[config.mk]
export PLATFORM = sky130hd
export DESIGN_NAME = rvCore
export DESIGN_NICKNAME = d
export VERILOG_FILES = /design/src/rvCtrlPkg.sv /design/src/rvTypesPkg.sv /design/src/decodeStage.sv /design/src/executeStage.sv /design/src/fetchStage.sv /design/src/hazardUnit.sv /design/src/memWbStage.sv /design/src/regFile.sv /design/src/rvCore.sv
export VERILOG_INCLUDE_DIRS = /design/src
export SDC_FILE = /design/constraint.sdc
export NUM_CORES = 2
export LEC_CHECK = 0
export ABC_CLOCK_PERIOD_IN_PS = 74800
export BUFFER_PORTS_ARGS = -buffer_cell sky130_fd_sc_hd__buf_2
export CAP_MARGIN = 20
export CORE_MARGIN = 8
export CORE_UTILIZATION = 60
export CTS_BUF_LIST = sky130_fd_sc_hd__clkbuf_4 sky130_fd_sc_hd__clkbuf_8 sky130_fd_sc_hd__clkbuf_16
export DETAILED_ROUTE_END_ITERATION = 16
export PLACE_DENSITY = 0.77
export SLEW_MARGIN = 0
export SYNTH_ARGS = -nofsm -noshare
export SYNTH_HDL_FRONTEND = slang
export SYNTH_HIERARCHICAL = 1
export SYNTH_SLANG_ARGS = --single-unit
[constraint.sdc]
create_clock -name clk -period 74.8 [get_ports clk]
set_clock_uncertainty 0.15 [all_clocks]
set_input_delay 22.44 -clock clk [delete_from_list [all_inputs] [get_ports clk]]
set_output_delay 22.44 -clock clk [all_outputs]
set_load 0.02 [all_outputs]
[src/rvCore_cfg.svh]
`ifndef RV_CORE_CFG_SVH
`define RV_CORE_CFG_SVH

`define RV_RESET_PC     32'h0000_0000
`define RV_INSTR_STEP   32'd4
`define RV_NUM_REGS     32

// halt loop counts once pcF stays put this many cycles
`define RV_HALT_HOLD    8
// give up on reaching the halt loop after this many cycles
`define RV_HALT_TIMEOUT 2000

`endif

[src/rvCtrlPkg.sv]
package rvCtrlPkg;

    typedef enum logic [2:0] {
        ALU_ADD = 3'd0,
        ALU_SUB = 3'd1,
        ALU_AND = 3'd2,
        ALU_OR  = 3'd3,
        ALU_XOR = 3'd4,
        ALU_SLT = 3'd5
    } aluOp_t;

    typedef enum logic [2:0] {
        IMM_I = 3'd0,
        IMM_S = 3'd1,
        IMM_B = 3'd2,
        IMM_J = 3'd3,
        IMM_U = 3'd4
    } immSrc_t;

    typedef enum logic [1:0] {
        RES_ALU = 2'd0,
        RES_MEM = 2'd1,
        RES_PC4 = 2'd2 // link value for jal
    } resultSrc_t;

    typedef enum logic [6:0] {
        OP_LOAD   = 7'b0000011,
        OP_ITYPE  = 7'b0010011,
        OP_STORE  = 7'b0100011,
        OP_RTYPE  = 7'b0110011,
        OP_LUI    = 7'b0110111,
        OP_BRANCH = 7'b1100011,
        OP_JAL    = 7'b1101111
    } opcode_t;

    typedef enum logic [1:0] {
        FWD_RF  = 2'd0,
        FWD_WB  = 2'd1,
        FWD_MEM = 2'd2
    } fwdSel_t;

endpackage

[src/rvTypesPkg.sv]
package rvTypesPkg;

    // data, address or instruction word
    typedef logic [31:0] word_t;

    // register index, x0..x31
    typedef logic [4:0] regAddr_t;

    typedef logic [2:0] funct3_t;

endpackage

[src/decodeStage.sv]
`timescale 1ns/1ns

module decodeStage (
    input  logic                   clk,
    input  logic                   reset,
    input  logic                   flushE_i,
    input  rvTypesPkg::word_t      instrD_i,
    input  rvTypesPkg::word_t      pcD_i,
    input  rvTypesPkg::word_t      pcPlus4D_i,
    input  rvTypesPkg::word_t      rd1D_i,
    input  rvTypesPkg::word_t      rd2D_i,
    output rvTypesPkg::regAddr_t   rs1D_o,
    output rvTypesPkg::regAddr_t   rs2D_o,
    output rvTypesPkg::word_t      rd1E_o,
    output rvTypesPkg::word_t      rd2E_o,
    output rvTypesPkg::word_t      immExtE_o,
    output rvTypesPkg::word_t      pcE_o,
    output rvTypesPkg::word_t      pcPlus4E_o,
    output rvTypesPkg::regAddr_t   rs1E_o,
    output rvTypesPkg::regAddr_t   rs2E_o,
    output rvTypesPkg::regAddr_t   rdE_o,
    output rvCtrlPkg::aluOp_t      aluOpE_o,
    output logic                   aluSrcAE_o,
    output logic                   aluSrcBE_o,
    output logic                   branchE_o,
    output logic                   jumpE_o,
    output logic                   regWriteE_o,
    output logic                   memWriteE_o,
    output logic                   memReadE_o,
    output rvCtrlPkg::resultSrc_t  resultSrcE_o
);
    import rvTypesPkg::*;
    import rvCtrlPkg::*;

    opcode_t    opcodeD;
    funct3_t    funct3D;
    logic       subBitD;
    regAddr_t   rdD;
    word_t      immExtD;
    immSrc_t    immSrcD;
    aluOp_t     aluOpD;
    aluOp_t     fieldOpD; // op picked by funct3 for R and I types
    resultSrc_t resultSrcD;
    logic       regWriteD;
    logic       memWriteD;
    logic       memReadD;
    logic       branchD;
    logic       jumpD;
    logic       aluSrcAD;
    logic       aluSrcBD;

    assign opcodeD = opcode_t'(instrD_i[6:0]);
    assign funct3D = instrD_i[14:12];
    assign subBitD = instrD_i[30] & instrD_i[5]; // only R-type sub, addi never subtracts
    assign rdD     = instrD_i[11:7];
    assign rs1D_o  = instrD_i[19:15];
    assign rs2D_o  = instrD_i[24:20];

    always_comb begin
        case (funct3D)
            3'b000:  fieldOpD = subBitD ? ALU_SUB : ALU_ADD;
            3'b010:  fieldOpD = ALU_SLT;
            3'b100:  fieldOpD = ALU_XOR;
            3'b110:  fieldOpD = ALU_OR;
            3'b111:  fieldOpD = ALU_AND;
            default: fieldOpD = ALU_ADD;
        endcase
    end

    // main decoder, anything not listed becomes a bubble
    always_comb begin
        regWriteD  = 1'b0;
        memWriteD  = 1'b0;
        memReadD   = 1'b0;
        branchD    = 1'b0;
        jumpD      = 1'b0;
        aluSrcAD   = 1'b0;
        aluSrcBD   = 1'b0;
        resultSrcD = RES_ALU;
        immSrcD    = IMM_I;
        aluOpD     = ALU_ADD;
        case (opcodeD)
            OP_LOAD: begin
                regWriteD  = 1'b1;
                memReadD   = 1'b1;
                aluSrcBD   = 1'b1;
                resultSrcD = RES_MEM;
            end
            OP_STORE: begin
                memWriteD = 1'b1;
                aluSrcBD  = 1'b1;
                immSrcD   = IMM_S;
            end
            OP_RTYPE: begin
                regWriteD = 1'b1;
                aluOpD    = fieldOpD;
            end
            OP_ITYPE: begin
                regWriteD = 1'b1;
                aluSrcBD  = 1'b1;
                aluOpD    = fieldOpD;
            end
            OP_BRANCH: begin
                branchD = 1'b1;
                immSrcD = IMM_B;
                aluOpD  = ALU_SUB; // beq tests for a zero difference
            end
            OP_JAL: begin
                regWriteD  = 1'b1;
                jumpD      = 1'b1;
                immSrcD    = IMM_J;
                resultSrcD = RES_PC4;
            end
            OP_LUI: begin
                regWriteD = 1'b1;
                aluSrcAD  = 1'b1; // zero plus upper immediate
                aluSrcBD  = 1'b1;
                immSrcD   = IMM_U;
            end
            default: ;
        endcase
    end

    always_comb begin
        case (immSrcD)
            IMM_S: immExtD = {{20{instrD_i[31]}}, instrD_i[31:25], instrD_i[11:7]};
            IMM_B: immExtD = {{20{instrD_i[31]}}, instrD_i[7], instrD_i[30:25],
                              instrD_i[11:8], 1'b0};
            IMM_J: immExtD = {{12{instrD_i[31]}}, instrD_i[19:12], instrD_i[20],
                              instrD_i[30:21], 1'b0};
            IMM_U: immExtD = {instrD_i[31:12], 12'b0};
            default: immExtD = {{20{instrD_i[31]}}, instrD_i[31:20]};
        endcase
    end

    // decode to execute register
    always_ff @(posedge clk or posedge reset) begin
        if (reset) begin
            rd1E_o       <= '0;
            rd2E_o       <= '0;
            immExtE_o    <= '0;
            pcE_o        <= '0;
            pcPlus4E_o   <= '0;
            rs1E_o       <= '0;
            rs2E_o       <= '0;
            rdE_o        <= '0;
            aluOpE_o     <= ALU_ADD;
            aluSrcAE_o   <= 1'b0;
            aluSrcBE_o   <= 1'b0;
            branchE_o    <= 1'b0;
            jumpE_o      <= 1'b0;
            regWriteE_o  <= 1'b0;
            memWriteE_o  <= 1'b0;
            memReadE_o   <= 1'b0;
            resultSrcE_o <= RES_ALU;
        end else if (flushE_i) begin
            rd1E_o       <= '0;
            rd2E_o       <= '0;
            immExtE_o    <= '0;
            pcE_o        <= '0;
            pcPlus4E_o   <= '0;
            rs1E_o       <= '0;
            rs2E_o       <= '0;
            rdE_o        <= '0;
            aluOpE_o     <= ALU_ADD;
            aluSrcAE_o   <= 1'b0;
            aluSrcBE_o   <= 1'b0;
            branchE_o    <= 1'b0;
            jumpE_o      <= 1'b0;
            regWriteE_o  <= 1'b0;
            memWriteE_o  <= 1'b0;
            memReadE_o   <= 1'b0;
            resultSrcE_o <= RES_ALU;
        end else begin
            rd1E_o       <= rd1D_i;
            rd2E_o       <= rd2D_i;
            immExtE_o    <= immExtD;
            pcE_o        <= pcD_i;
            pcPlus4E_o   <= pcPlus4D_i;
            rs1E_o       <= rs1D_o;
            rs2E_o       <= rs2D_o;
            rdE_o        <= rdD;
            aluOpE_o     <= aluOpD;
            aluSrcAE_o   <= aluSrcAD;
            aluSrcBE_o   <= aluSrcBD;
            branchE_o    <= branchD;
            jumpE_o      <= jumpD;
            regWriteE_o  <= regWriteD;
            memWriteE_o  <= memWriteD;
            memReadE_o   <= memReadD;
            resultSrcE_o <= resultSrcD;
        end
    end

endmodule

[src/executeStage.sv]
`timescale 1ns/1ns

module executeStage (
    input  logic                  clk,
    input  logic                  reset,
    input  rvTypesPkg::word_t     rd1E_i,
    input  rvTypesPkg::word_t     rd2E_i,
    input  rvTypesPkg::word_t     immExtE_i,
    input  rvTypesPkg::word_t     pcE_i,
    input  rvTypesPkg::word_t     pcPlus4E_i,
    input  rvTypesPkg::regAddr_t  rdE_i,
    input  rvCtrlPkg::aluOp_t     aluOpE_i,
    input  logic                  aluSrcAE_i,
    input  logic                  aluSrcBE_i,
    input  logic                  branchE_i,
    input  logic                  jumpE_i,
    input  logic                  regWriteE_i,
    input  logic                  memWriteE_i,
    input  logic                  memReadE_i,
    input  rvCtrlPkg::resultSrc_t resultSrcE_i,
    input  rvCtrlPkg::fwdSel_t    forwardAE_i,
    input  rvCtrlPkg::fwdSel_t    forwardBE_i,
    input  rvTypesPkg::word_t     resultW_i,
    output logic                  pcSrcE_o,
    output rvTypesPkg::word_t     pcTargetE_o,
    output rvTypesPkg::word_t     aluResultM_o,
    output rvTypesPkg::word_t     writeDataM_o,
    output rvTypesPkg::word_t     pcPlus4M_o,
    output rvTypesPkg::regAddr_t  rdM_o,
    output logic                  regWriteM_o,
    output logic                  memWriteM_o,
    output logic                  memReadM_o,
    output rvCtrlPkg::resultSrc_t resultSrcM_o
);
    import rvTypesPkg::*;
    import rvCtrlPkg::*;

    word_t srcAFwd;
    word_t writeDataE; // forwarded rs2, also the store data
    word_t srcA;
    word_t srcB;
    word_t bOperand;
    word_t sum;
    word_t aluResultE;
    logic  subMode;
    logic  overflow;
    logic  zeroE;

    function automatic word_t pickFwd(fwdSel_t sel, word_t regVal);
        case (sel)
            FWD_WB:  return resultW_i;
            FWD_MEM: return aluResultM_o; // result sitting in the memory stage
            default: return regVal;
        endcase
    endfunction

    always_comb begin
        srcAFwd    = pickFwd(forwardAE_i, rd1E_i);
        writeDataE = pickFwd(forwardBE_i, rd2E_i);
    end

    assign srcA       = aluSrcAE_i ? '0 : srcAFwd; // lui adds to zero
    assign srcB       = aluSrcBE_i ? immExtE_i : writeDataE;

    assign subMode  = (aluOpE_i == ALU_SUB) || (aluOpE_i == ALU_SLT);
    assign bOperand = subMode ? ~srcB : srcB;
    assign sum      = srcA + bOperand + {31'b0, subMode};
    // signs differ and result sign flipped away from a
    assign overflow = (srcA[31] ^ srcB[31]) & (srcA[31] ^ sum[31]);

    always_comb begin
        case (aluOpE_i)
            ALU_AND: aluResultE = srcA & srcB;
            ALU_OR:  aluResultE = srcA | srcB;
            ALU_XOR: aluResultE = srcA ^ srcB;
            ALU_SLT: aluResultE = {31'b0, sum[31] ^ overflow};
            default: aluResultE = sum; // add and sub
        endcase
    end

    assign zeroE       = (aluResultE == '0);
    assign pcSrcE_o    = (branchE_i & zeroE) | jumpE_i;
    assign pcTargetE_o = pcE_i + immExtE_i;

    always_ff @(posedge clk or posedge reset) begin
        if (reset) begin
            aluResultM_o <= '0;
            writeDataM_o <= '0;
            pcPlus4M_o   <= '0;
            rdM_o        <= '0;
            regWriteM_o  <= 1'b0;
            memWriteM_o  <= 1'b0;
            memReadM_o   <= 1'b0;
            resultSrcM_o <= RES_ALU;
        end else begin
            aluResultM_o <= aluResultE;
            writeDataM_o <= writeDataE;
            pcPlus4M_o   <= pcPlus4E_i;
            rdM_o        <= rdE_i;
            regWriteM_o  <= regWriteE_i;
            memWriteM_o  <= memWriteE_i;
            memReadM_o   <= memReadE_i;
            resultSrcM_o <= resultSrcE_i;
        end
    end

endmodule

[src/fetchStage.sv]
`timescale 1ns/1ns
`include "rvCore_cfg.svh"

module fetchStage (
    input  logic              clk,
    input  logic              reset,
    input  logic              stallF_i,
    input  logic              stallD_i,
    input  logic              flushD_i,
    input  logic              pcSrcE_i,
    input  rvTypesPkg::word_t pcTargetE_i,
    input  rvTypesPkg::word_t instrF_i,
    output rvTypesPkg::word_t pcF_o,
    output rvTypesPkg::word_t instrD_o,
    output rvTypesPkg::word_t pcD_o,
    output rvTypesPkg::word_t pcPlus4D_o
);
    import rvTypesPkg::*;

    word_t pcPlus4F;
    word_t pcNextF;

    assign pcPlus4F = pcF_o + `RV_INSTR_STEP;
    assign pcNextF  = pcSrcE_i ? pcTargetE_i : pcPlus4F; // taken branch or jal wins

    always_ff @(posedge clk or posedge reset) begin
        if (reset) begin
            pcF_o <= `RV_RESET_PC;
        end else if (!stallF_i) begin
            pcF_o <= pcNextF;
        end
    end

    // fetch to decode register, flush leaves an all-zero bubble
    always_ff @(posedge clk or posedge reset) begin
        if (reset) begin
            instrD_o   <= '0;
            pcD_o      <= '0;
            pcPlus4D_o <= '0;
        end else if (flushD_i) begin
            instrD_o   <= '0;
            pcD_o      <= '0;
            pcPlus4D_o <= '0;
        end else if (!stallD_i) begin
            instrD_o   <= instrF_i;
            pcD_o      <= pcF_o;
            pcPlus4D_o <= pcPlus4F;
        end
    end

endmodule

[src/hazardUnit.sv]
`timescale 1ns/1ns

module hazardUnit (
    input  rvTypesPkg::regAddr_t  rs1D_i,
    input  rvTypesPkg::regAddr_t  rs2D_i,
    input  rvTypesPkg::regAddr_t  rs1E_i,
    input  rvTypesPkg::regAddr_t  rs2E_i,
    input  rvTypesPkg::regAddr_t  rdE_i,
    input  rvTypesPkg::regAddr_t  rdM_i,
    input  rvTypesPkg::regAddr_t  rdW_i,
    input  rvCtrlPkg::resultSrc_t resultSrcE_i,
    input  logic                  pcSrcE_i,
    input  logic                  regWriteM_i,
    input  logic                  regWriteW_i,
    output rvCtrlPkg::fwdSel_t    forwardAE_o,
    output rvCtrlPkg::fwdSel_t    forwardBE_o,
    output logic                  stallF_o,
    output logic                  stallD_o,
    output logic                  flushD_o,
    output logic                  flushE_o
);
    import rvTypesPkg::*;
    import rvCtrlPkg::*;

    logic loadUseStall;

    // memory stage holds the younger result, so it wins over writeback
    function automatic fwdSel_t pickSrc(regAddr_t rs);
        if (rs == '0) begin
            return FWD_RF;
        end else if (regWriteM_i && rs == rdM_i) begin
            return FWD_MEM;
        end else if (regWriteW_i && rs == rdW_i) begin
            return FWD_WB;
        end
        return FWD_RF;
    endfunction

    always_comb begin
        forwardAE_o = pickSrc(rs1E_i);
        forwardBE_o = pickSrc(rs2E_i);
    end

    // load in execute feeding the instruction in decode
    assign loadUseStall = (resultSrcE_i == RES_MEM) && (rdE_i != '0) &&
                          ((rs1D_i == rdE_i) || (rs2D_i == rdE_i));

    assign stallF_o = loadUseStall;
    assign stallD_o = loadUseStall;
    assign flushD_o = pcSrcE_i;
    assign flushE_o = loadUseStall | pcSrcE_i; // bubble into execute

endmodule

[src/memWbStage.sv]
`timescale 1ns/1ns

module memWbStage (
    input  logic                  clk,
    input  logic                  reset,
    input  rvTypesPkg::word_t     aluResultM_i,
    input  rvTypesPkg::word_t     readData_i,
    input  rvTypesPkg::word_t     pcPlus4M_i,
    input  rvTypesPkg::regAddr_t  rdM_i,
    input  logic                  regWriteM_i,
    input  rvCtrlPkg::resultSrc_t resultSrcM_i,
    output rvTypesPkg::word_t     resultW_o,
    output rvTypesPkg::regAddr_t  rdW_o,
    output logic                  regWriteW_o
);
    import rvTypesPkg::*;
    import rvCtrlPkg::*;

    word_t      aluResultW;
    word_t      readDataW;
    word_t      pcPlus4W;
    resultSrc_t resultSrcW;

    always_ff @(posedge clk or posedge reset) begin
        if (reset) begin
            aluResultW  <= '0;
            readDataW   <= '0;
            pcPlus4W    <= '0;
            rdW_o       <= '0;
            regWriteW_o <= 1'b0;
            resultSrcW  <= RES_ALU;
        end else begin
            aluResultW  <= aluResultM_i;
            readDataW   <= readData_i; // same-cycle memory read
            pcPlus4W    <= pcPlus4M_i;
            rdW_o       <= rdM_i;
            regWriteW_o <= regWriteM_i;
            resultSrcW  <= resultSrcM_i;
        end
    end

    always_comb begin
        case (resultSrcW)
            RES_MEM: resultW_o = readDataW;
            RES_PC4: resultW_o = pcPlus4W;
            default: resultW_o = aluResultW;
        endcase
    end

endmodule

[src/regFile.sv]
`timescale 1ns/1ns
`include "rvCore_cfg.svh"

module regFile (
    input  logic                 clk,
    input  logic                 reset,
    input  logic                 regWrite_i,
    input  rvTypesPkg::regAddr_t rs1_i,
    input  rvTypesPkg::regAddr_t rs2_i,
    input  rvTypesPkg::regAddr_t rd_i,
    input  rvTypesPkg::word_t    wd_i,
    output rvTypesPkg::word_t    rd1_o,
    output rvTypesPkg::word_t    rd2_o
);
    import rvTypesPkg::*;

    word_t regs [`RV_NUM_REGS];

    // falling edge write so decode sees the value in the same cycle
    always_ff @(negedge clk or posedge reset) begin
        if (reset) begin
            for (int i = 0; i < `RV_NUM_REGS; i++) begin
                regs[i] <= '0;
            end
        end else if (regWrite_i) begin
            regs[rd_i] <= wd_i;
        end
    end

    assign rd1_o = (rs1_i != '0) ? regs[rs1_i] : '0; // x0 hardwired
    assign rd2_o = (rs2_i != '0) ? regs[rs2_i] : '0;

endmodule

[src/rvCore.sv]
`timescale 1ns/1ns

module rvCore (
    input  logic              clk,
    input  logic              reset,
    input  rvTypesPkg::word_t instrF_i,
    input  rvTypesPkg::word_t readData_i,
    output rvTypesPkg::word_t pcF_o,
    output rvTypesPkg::word_t dataAddr_o,
    output rvTypesPkg::word_t writeData_o,
    output logic              memWrite_o,
    output logic              memRead_o
);
    import rvTypesPkg::*;
    import rvCtrlPkg::*;

    // fetch and decode
    word_t      instrD, pcD, pcPlus4D, rd1D, rd2D;
    regAddr_t   rs1D, rs2D;
    // execute
    word_t      rd1E, rd2E, immExtE, pcE, pcPlus4E, pcTargetE;
    regAddr_t   rs1E, rs2E, rdE;
    aluOp_t     aluOpE;
    resultSrc_t resultSrcE;
    logic       aluSrcAE, aluSrcBE, branchE, jumpE, regWriteE, memWriteE, memReadE;
    logic       pcSrcE;
    // memory and writeback
    word_t      aluResultM, writeDataM, pcPlus4M, resultW;
    regAddr_t   rdM, rdW;
    resultSrc_t resultSrcM;
    logic       regWriteM, memWriteM, memReadM, regWriteW;
    // hazard control
    fwdSel_t    forwardAE, forwardBE;
    logic       stallF, stallD, flushD, flushE;

    assign dataAddr_o  = aluResultM;
    assign writeData_o = writeDataM;
    assign memWrite_o  = memWriteM;
    assign memRead_o   = memReadM;

    fetchStage u_fetch (
        .clk(clk), .reset(reset),
        .stallF_i(stallF), .stallD_i(stallD), .flushD_i(flushD),
        .pcSrcE_i(pcSrcE), .pcTargetE_i(pcTargetE), .instrF_i(instrF_i),
        .pcF_o(pcF_o), .instrD_o(instrD), .pcD_o(pcD), .pcPlus4D_o(pcPlus4D)
    );

    decodeStage u_decode (
        .clk(clk), .reset(reset), .flushE_i(flushE),
        .instrD_i(instrD), .pcD_i(pcD), .pcPlus4D_i(pcPlus4D),
        .rd1D_i(rd1D), .rd2D_i(rd2D), .rs1D_o(rs1D), .rs2D_o(rs2D),
        .rd1E_o(rd1E), .rd2E_o(rd2E), .immExtE_o(immExtE),
        .pcE_o(pcE), .pcPlus4E_o(pcPlus4E),
        .rs1E_o(rs1E), .rs2E_o(rs2E), .rdE_o(rdE),
        .aluOpE_o(aluOpE), .aluSrcAE_o(aluSrcAE), .aluSrcBE_o(aluSrcBE),
        .branchE_o(branchE), .jumpE_o(jumpE), .regWriteE_o(regWriteE),
        .memWriteE_o(memWriteE), .memReadE_o(memReadE), .resultSrcE_o(resultSrcE)
    );

    regFile u_regFile (
        .clk(clk), .reset(reset), .regWrite_i(regWriteW),
        .rs1_i(rs1D), .rs2_i(rs2D), .rd_i(rdW), .wd_i(resultW),
        .rd1_o(rd1D), .rd2_o(rd2D)
    );

    executeStage u_execute (
        .clk(clk), .reset(reset),
        .rd1E_i(rd1E), .rd2E_i(rd2E), .immExtE_i(immExtE),
        .pcE_i(pcE), .pcPlus4E_i(pcPlus4E), .rdE_i(rdE),
        .aluOpE_i(aluOpE), .aluSrcAE_i(aluSrcAE), .aluSrcBE_i(aluSrcBE),
        .branchE_i(branchE), .jumpE_i(jumpE), .regWriteE_i(regWriteE),
        .memWriteE_i(memWriteE), .memReadE_i(memReadE), .resultSrcE_i(resultSrcE),
        .forwardAE_i(forwardAE), .forwardBE_i(forwardBE), .resultW_i(resultW),
        .pcSrcE_o(pcSrcE), .pcTargetE_o(pcTargetE),
        .aluResultM_o(aluResultM), .writeDataM_o(writeDataM), .pcPlus4M_o(pcPlus4M),
        .rdM_o(rdM), .regWriteM_o(regWriteM), .memWriteM_o(memWriteM),
        .memReadM_o(memReadM), .resultSrcM_o(resultSrcM)
    );

    hazardUnit u_hazard (
        .rs1D_i(rs1D), .rs2D_i(rs2D), .rs1E_i(rs1E), .rs2E_i(rs2E),
        .rdE_i(rdE), .rdM_i(rdM), .rdW_i(rdW),
        .resultSrcE_i(resultSrcE), .pcSrcE_i(pcSrcE),
        .regWriteM_i(regWriteM), .regWriteW_i(regWriteW),
        .forwardAE_o(forwardAE), .forwardBE_o(forwardBE),
        .stallF_o(stallF), .stallD_o(stallD), .flushD_o(flushD), .flushE_o(flushE)
    );

    memWbStage u_memWb (
        .clk(clk), .reset(reset),
        .aluResultM_i(aluResultM), .readData_i(readData_i), .pcPlus4M_i(pcPlus4M),
        .rdM_i(rdM), .regWriteM_i(regWriteM), .resultSrcM_i(resultSrcM),
        .resultW_o(resultW), .rdW_o(rdW), .regWriteW_o(regWriteW)
    );

endmodule

---- After elaboration in Yosys (flattened, before gate mapping) ----
Cells that the tools add are included.
W data, S select, Z words.
word-level totals
  bits in registers ....................... 1549
  word-level logic and storage cells ...... 212
  output and inout bits ................... 98
  bits of input ports ..................... 66
cells by class
  equal/unequal tests ..................... 34
  reduce and logical (&&, ||, !) cells .... 19
  multiplexer cells ....................... 69
  bitwise gates (word level) .............. 15
  $add $sub $neg .......................... 4
  order comparisons ....................... 4
operators with widths
  cell                     number
  $bwmux W1024             1
  $mux W32                 22
  $bmux W32 S5             2
  $pmux W32 S2             3
  $demux W32 S5            1
  $pmux W32 S4             1
  $pmux W31 S4             1
  $add A32 B32 Y32         2
  $add A32 B1 Y32          1
  $add A32 B3 Y32 const B  1
  $and A32 B32 Y32         1
  $logic_not A32 Y1        1
  $not A32 Y32             1
  $or A32 B32 Y32          1
  $xor A32 B32 Y32         1
  $eq A5 B5 Y1             6
  $eq A7 B6 Y1 const B     3
  $mux W1                  21
  $eq A3 B3 Y1 const B     6
  $ge A6 B6 Y1 const B     3
  $mux W2                  9
  $not A5 Y6               3
  $eq A3 B2 Y1 const B     5
  $mux W5                  3
  other kinds (24)         46

---- Longest topological paths before layout ----
  word-level depth ........................ 22
  mapped depth ............................ 31
  gate-level depth less buffers ........... 29

---- Modules after synthesis ----
Netlist, hierarchy kept.
by module, submodules not included
  module        times used  cells an instance  area an instance (um^2)  seq. area each (um^2)
  regFile       1           3649               54482.3                  25624.6
  executeStage  1           1262               10033.4                  2652.5
  decodeStage   1           471                6389.9                   4654.5
  fetchStage    1           610                6138.4                   3153.0
  memWbStage    1           218                3243.1                   2602.5
  hazardUnit    1           59                 445.4                    0.0

==> metrics.yaml <==
outcome: "finished clean"
hold_viol: 0
avgSynthCellArea_sq_um: 12.9
synth-main-ff-cell: "dfrtn_1"
placed_cells: 7786
critPathKind: "input port to async pin"
die_height_um: 383
clock_latency_ns: 0.81
drtIter0Drc: 7598
antenna_found_initial: 16
clkSinkCount: 1546
cts_setup_buffers: 0
syn_nets: 6469
drtAntennaViolNets: 0
setup_violations: 0
ys_ff_latch: 1546
cp-end-kind: "async pin"
grt_util_all_layers_pct: 34.9
area_delta_synth_final_pct: 10.2
holdPathStages: 0
cts_tree: "done"
postCtsHoldBufs: 0
routed_wl_mm: 260
cp_common_cell: "buf_4"
initial_core_util_pct: 60.5
final_layout_size_suffix_gt1_share_pct: 35.0
overflow: 0
grt_max_degree: 177
die_x_um: 383
ys_types: 91
core_sq_mm: 0.133
r2r-start: "u_memWb/rdW_o[1]"
cts_resized: 0
vias: 57600
gp_congestion: 0.975
multiInputGateArea_sq_mm: 0.0393
drv_slew: 0
required_ns: 38.05
drcViolationCount: 0
fin_util_pct: 66.7
path_clk_slew_ns: 0.06
peakVddDrop_uv: 22.4
cp_data_arrival_time_ns: 26.58
r2r_slack_ns: 33.83
synth_edf_count: 0
leakagePower_nw: 41.3
routedWlPerCell_um: 32.2
tns_ns: 0
synthTopCellsByArea: "dfrtn_1, dfrtp_1, mux2_2"
cellPowerDensity_mw_per_mm2: 24.7
stdcell_count: 8094
min_from: "u_execute/pcPlus4M_o[5]"
firstDrtPassIters: 8
placementRows: 134
io_buffers: 163
maxCapViolations: 0
cts-htree-levels: 4
dieArea_sq_mm: 0.147
crit_chain: "buf_2 > clkinvlp_4 > buf_12 > buf_4 > buf_4 > buf_4"
synthCells: 6269
cts_buffers: 163
num_io_pins: 164
regMostFlops: "u_regFile/regs"
fill_cells: 9395
slowest_stage: "buf_4"
rsz0062_at_grt: "no"
slew_headroom_pct: 21.2
synth.most_common_cell: "mux2_2"
grt_pass1_wl_mm: 384
largest_reg_flops: 1024
hold_path_class: "flop to flop"
tightest_slew_ns: 1.17
r2r_cells: 4
fin_nets: 6386
ys_warn_count: 6
async_flop_share_pct: 100
reg2reg_to: "u_regFile/regs[504]"
start_kind: "input port"
grt_pass1_vias: 58300
synth_common_cells: "mux2_2, dfrtn_1, dfrtp_1"
hpwlAfterDp_mm: 157
root_buffer: "clkbuf_16"
synth_largest_area_cell: "dfrtn_1"
clockBufferDepth: 3
cp-startpoint: "reset"
crit_fanout: 176
seq_area_frac_synth_pct: 47.9
max_stage_delay_ns: 0.87
netlist_area_sq_mm: 0.0807
regArea_sq_mm: 0.0387
holdPathEnd: "u_memWb/pcPlus4W[5]"
synth_top_area_share_pct: 31.7
viasPerCell: 7.12
==> cell families (layout without fill, tap and decap cells) <==
logic type / Yosys count / after routing / share of synthesized area (%)
simple gates: 920 / 920 / 5.90
compound gates: 954 / 954 / 8.08
other cells: 0 / 5 / 0
xor+xnor: 143 / 143 / 1.55
fa+ha+maj: 134 / 134 / 2.10
buf+inv: 759 / 811 / 3.99
flops: 1546 / 1546 / 47.9
mux: 1813 / 1813 / 30.5
==> layout by cell type, fill, tap and decap left out, types with 109 or more instances in the layout <==
master	instances
clkbuf_16	166
nor2_1	210
buf_2	165
inv_1	192
nand2_1	155
buf_4	138
dfrtp_1	513
dfrtn_1	1024
mux2i_1	338
mux2_2	1067
a21oi_1	196
mux4_2	408
nor2b_1	187
a22oi_1	149
o21ai_0	109
ha_1	129
==> layout make-up <==
class | count | area share, %
Clock buffer | 237 | 5.58
Antenna cell | 5 | 0.0141
Sequential cell | 1546 | 43.5
Clock inverter | 63 | 1.11
Inverter | 201 | 0.869
Timing Repair Buffer | 310 | 2.24
Tap cell | 1768 | 2.49
Multi-Input combinational cell | 3964 | 44.2
==> critical path, delay by kind of cell <==
family | cells | cell delay (ns)
buf+inv | 6 | 3.81
==> layer usage <==
| metal | vias to the layer above | GRT usage [%] | share of wire [%] |
|---|---|---|---|
| met3 | 1042 | 9.67 | 11 |
| met2 | 3725 | 51.2 | 44 |
| li1 | 23100 | - | - |
| met5 | - | 0 | 0.025 |
| met1 | 29700 | 45.5 | 37 |
| met4 | 6 | 23.5 | 8.0 |
==> stage by stage <==
stage          setup WS, ns  cell area (sq um)  total power, mW  hold slack [ns]
2_1_floorplan          1.08              80700             1.20            0.181
6_report              11.47              89000             2.20            0.194
4_1_cts               11.38              88900             2.19            0.198
5_1_grt               10.82              89000             2.27            0.203
3_5_place_dp          10.61              83000             1.32            0.185
3_3_place_gp          10.71              82900             1.31            0.182
==> worst max path at each step <==
stage	to	cells past startpoint	slack, ns
after global routing	u_regFile/regs[286]	6	10.82
after floorplan	u_regFile/regs[0]	1	1.08
after detailed placement	u_regFile/regs[850]	6	10.61
after CTS	u_regFile/regs[920]	6	11.38
final	u_regFile/regs[920]	6	11.47
after global placement	u_regFile/regs[305]	6	10.71
==> where the power goes <==
| part | internal [mW] | total, mW | leakage (nW) | switching [mW] |
|---|---|---|---|---|
| Clock | 0.525 | 0.880 | 2.96 | 0.355 |
| Sequential | 0.910 | 0.975 | 20.8 | 0.0649 |
| Combinational | 0.126 | 0.341 | 17.6 | 0.215 |
No activity file was read; power rests on OpenSTA's default activity.
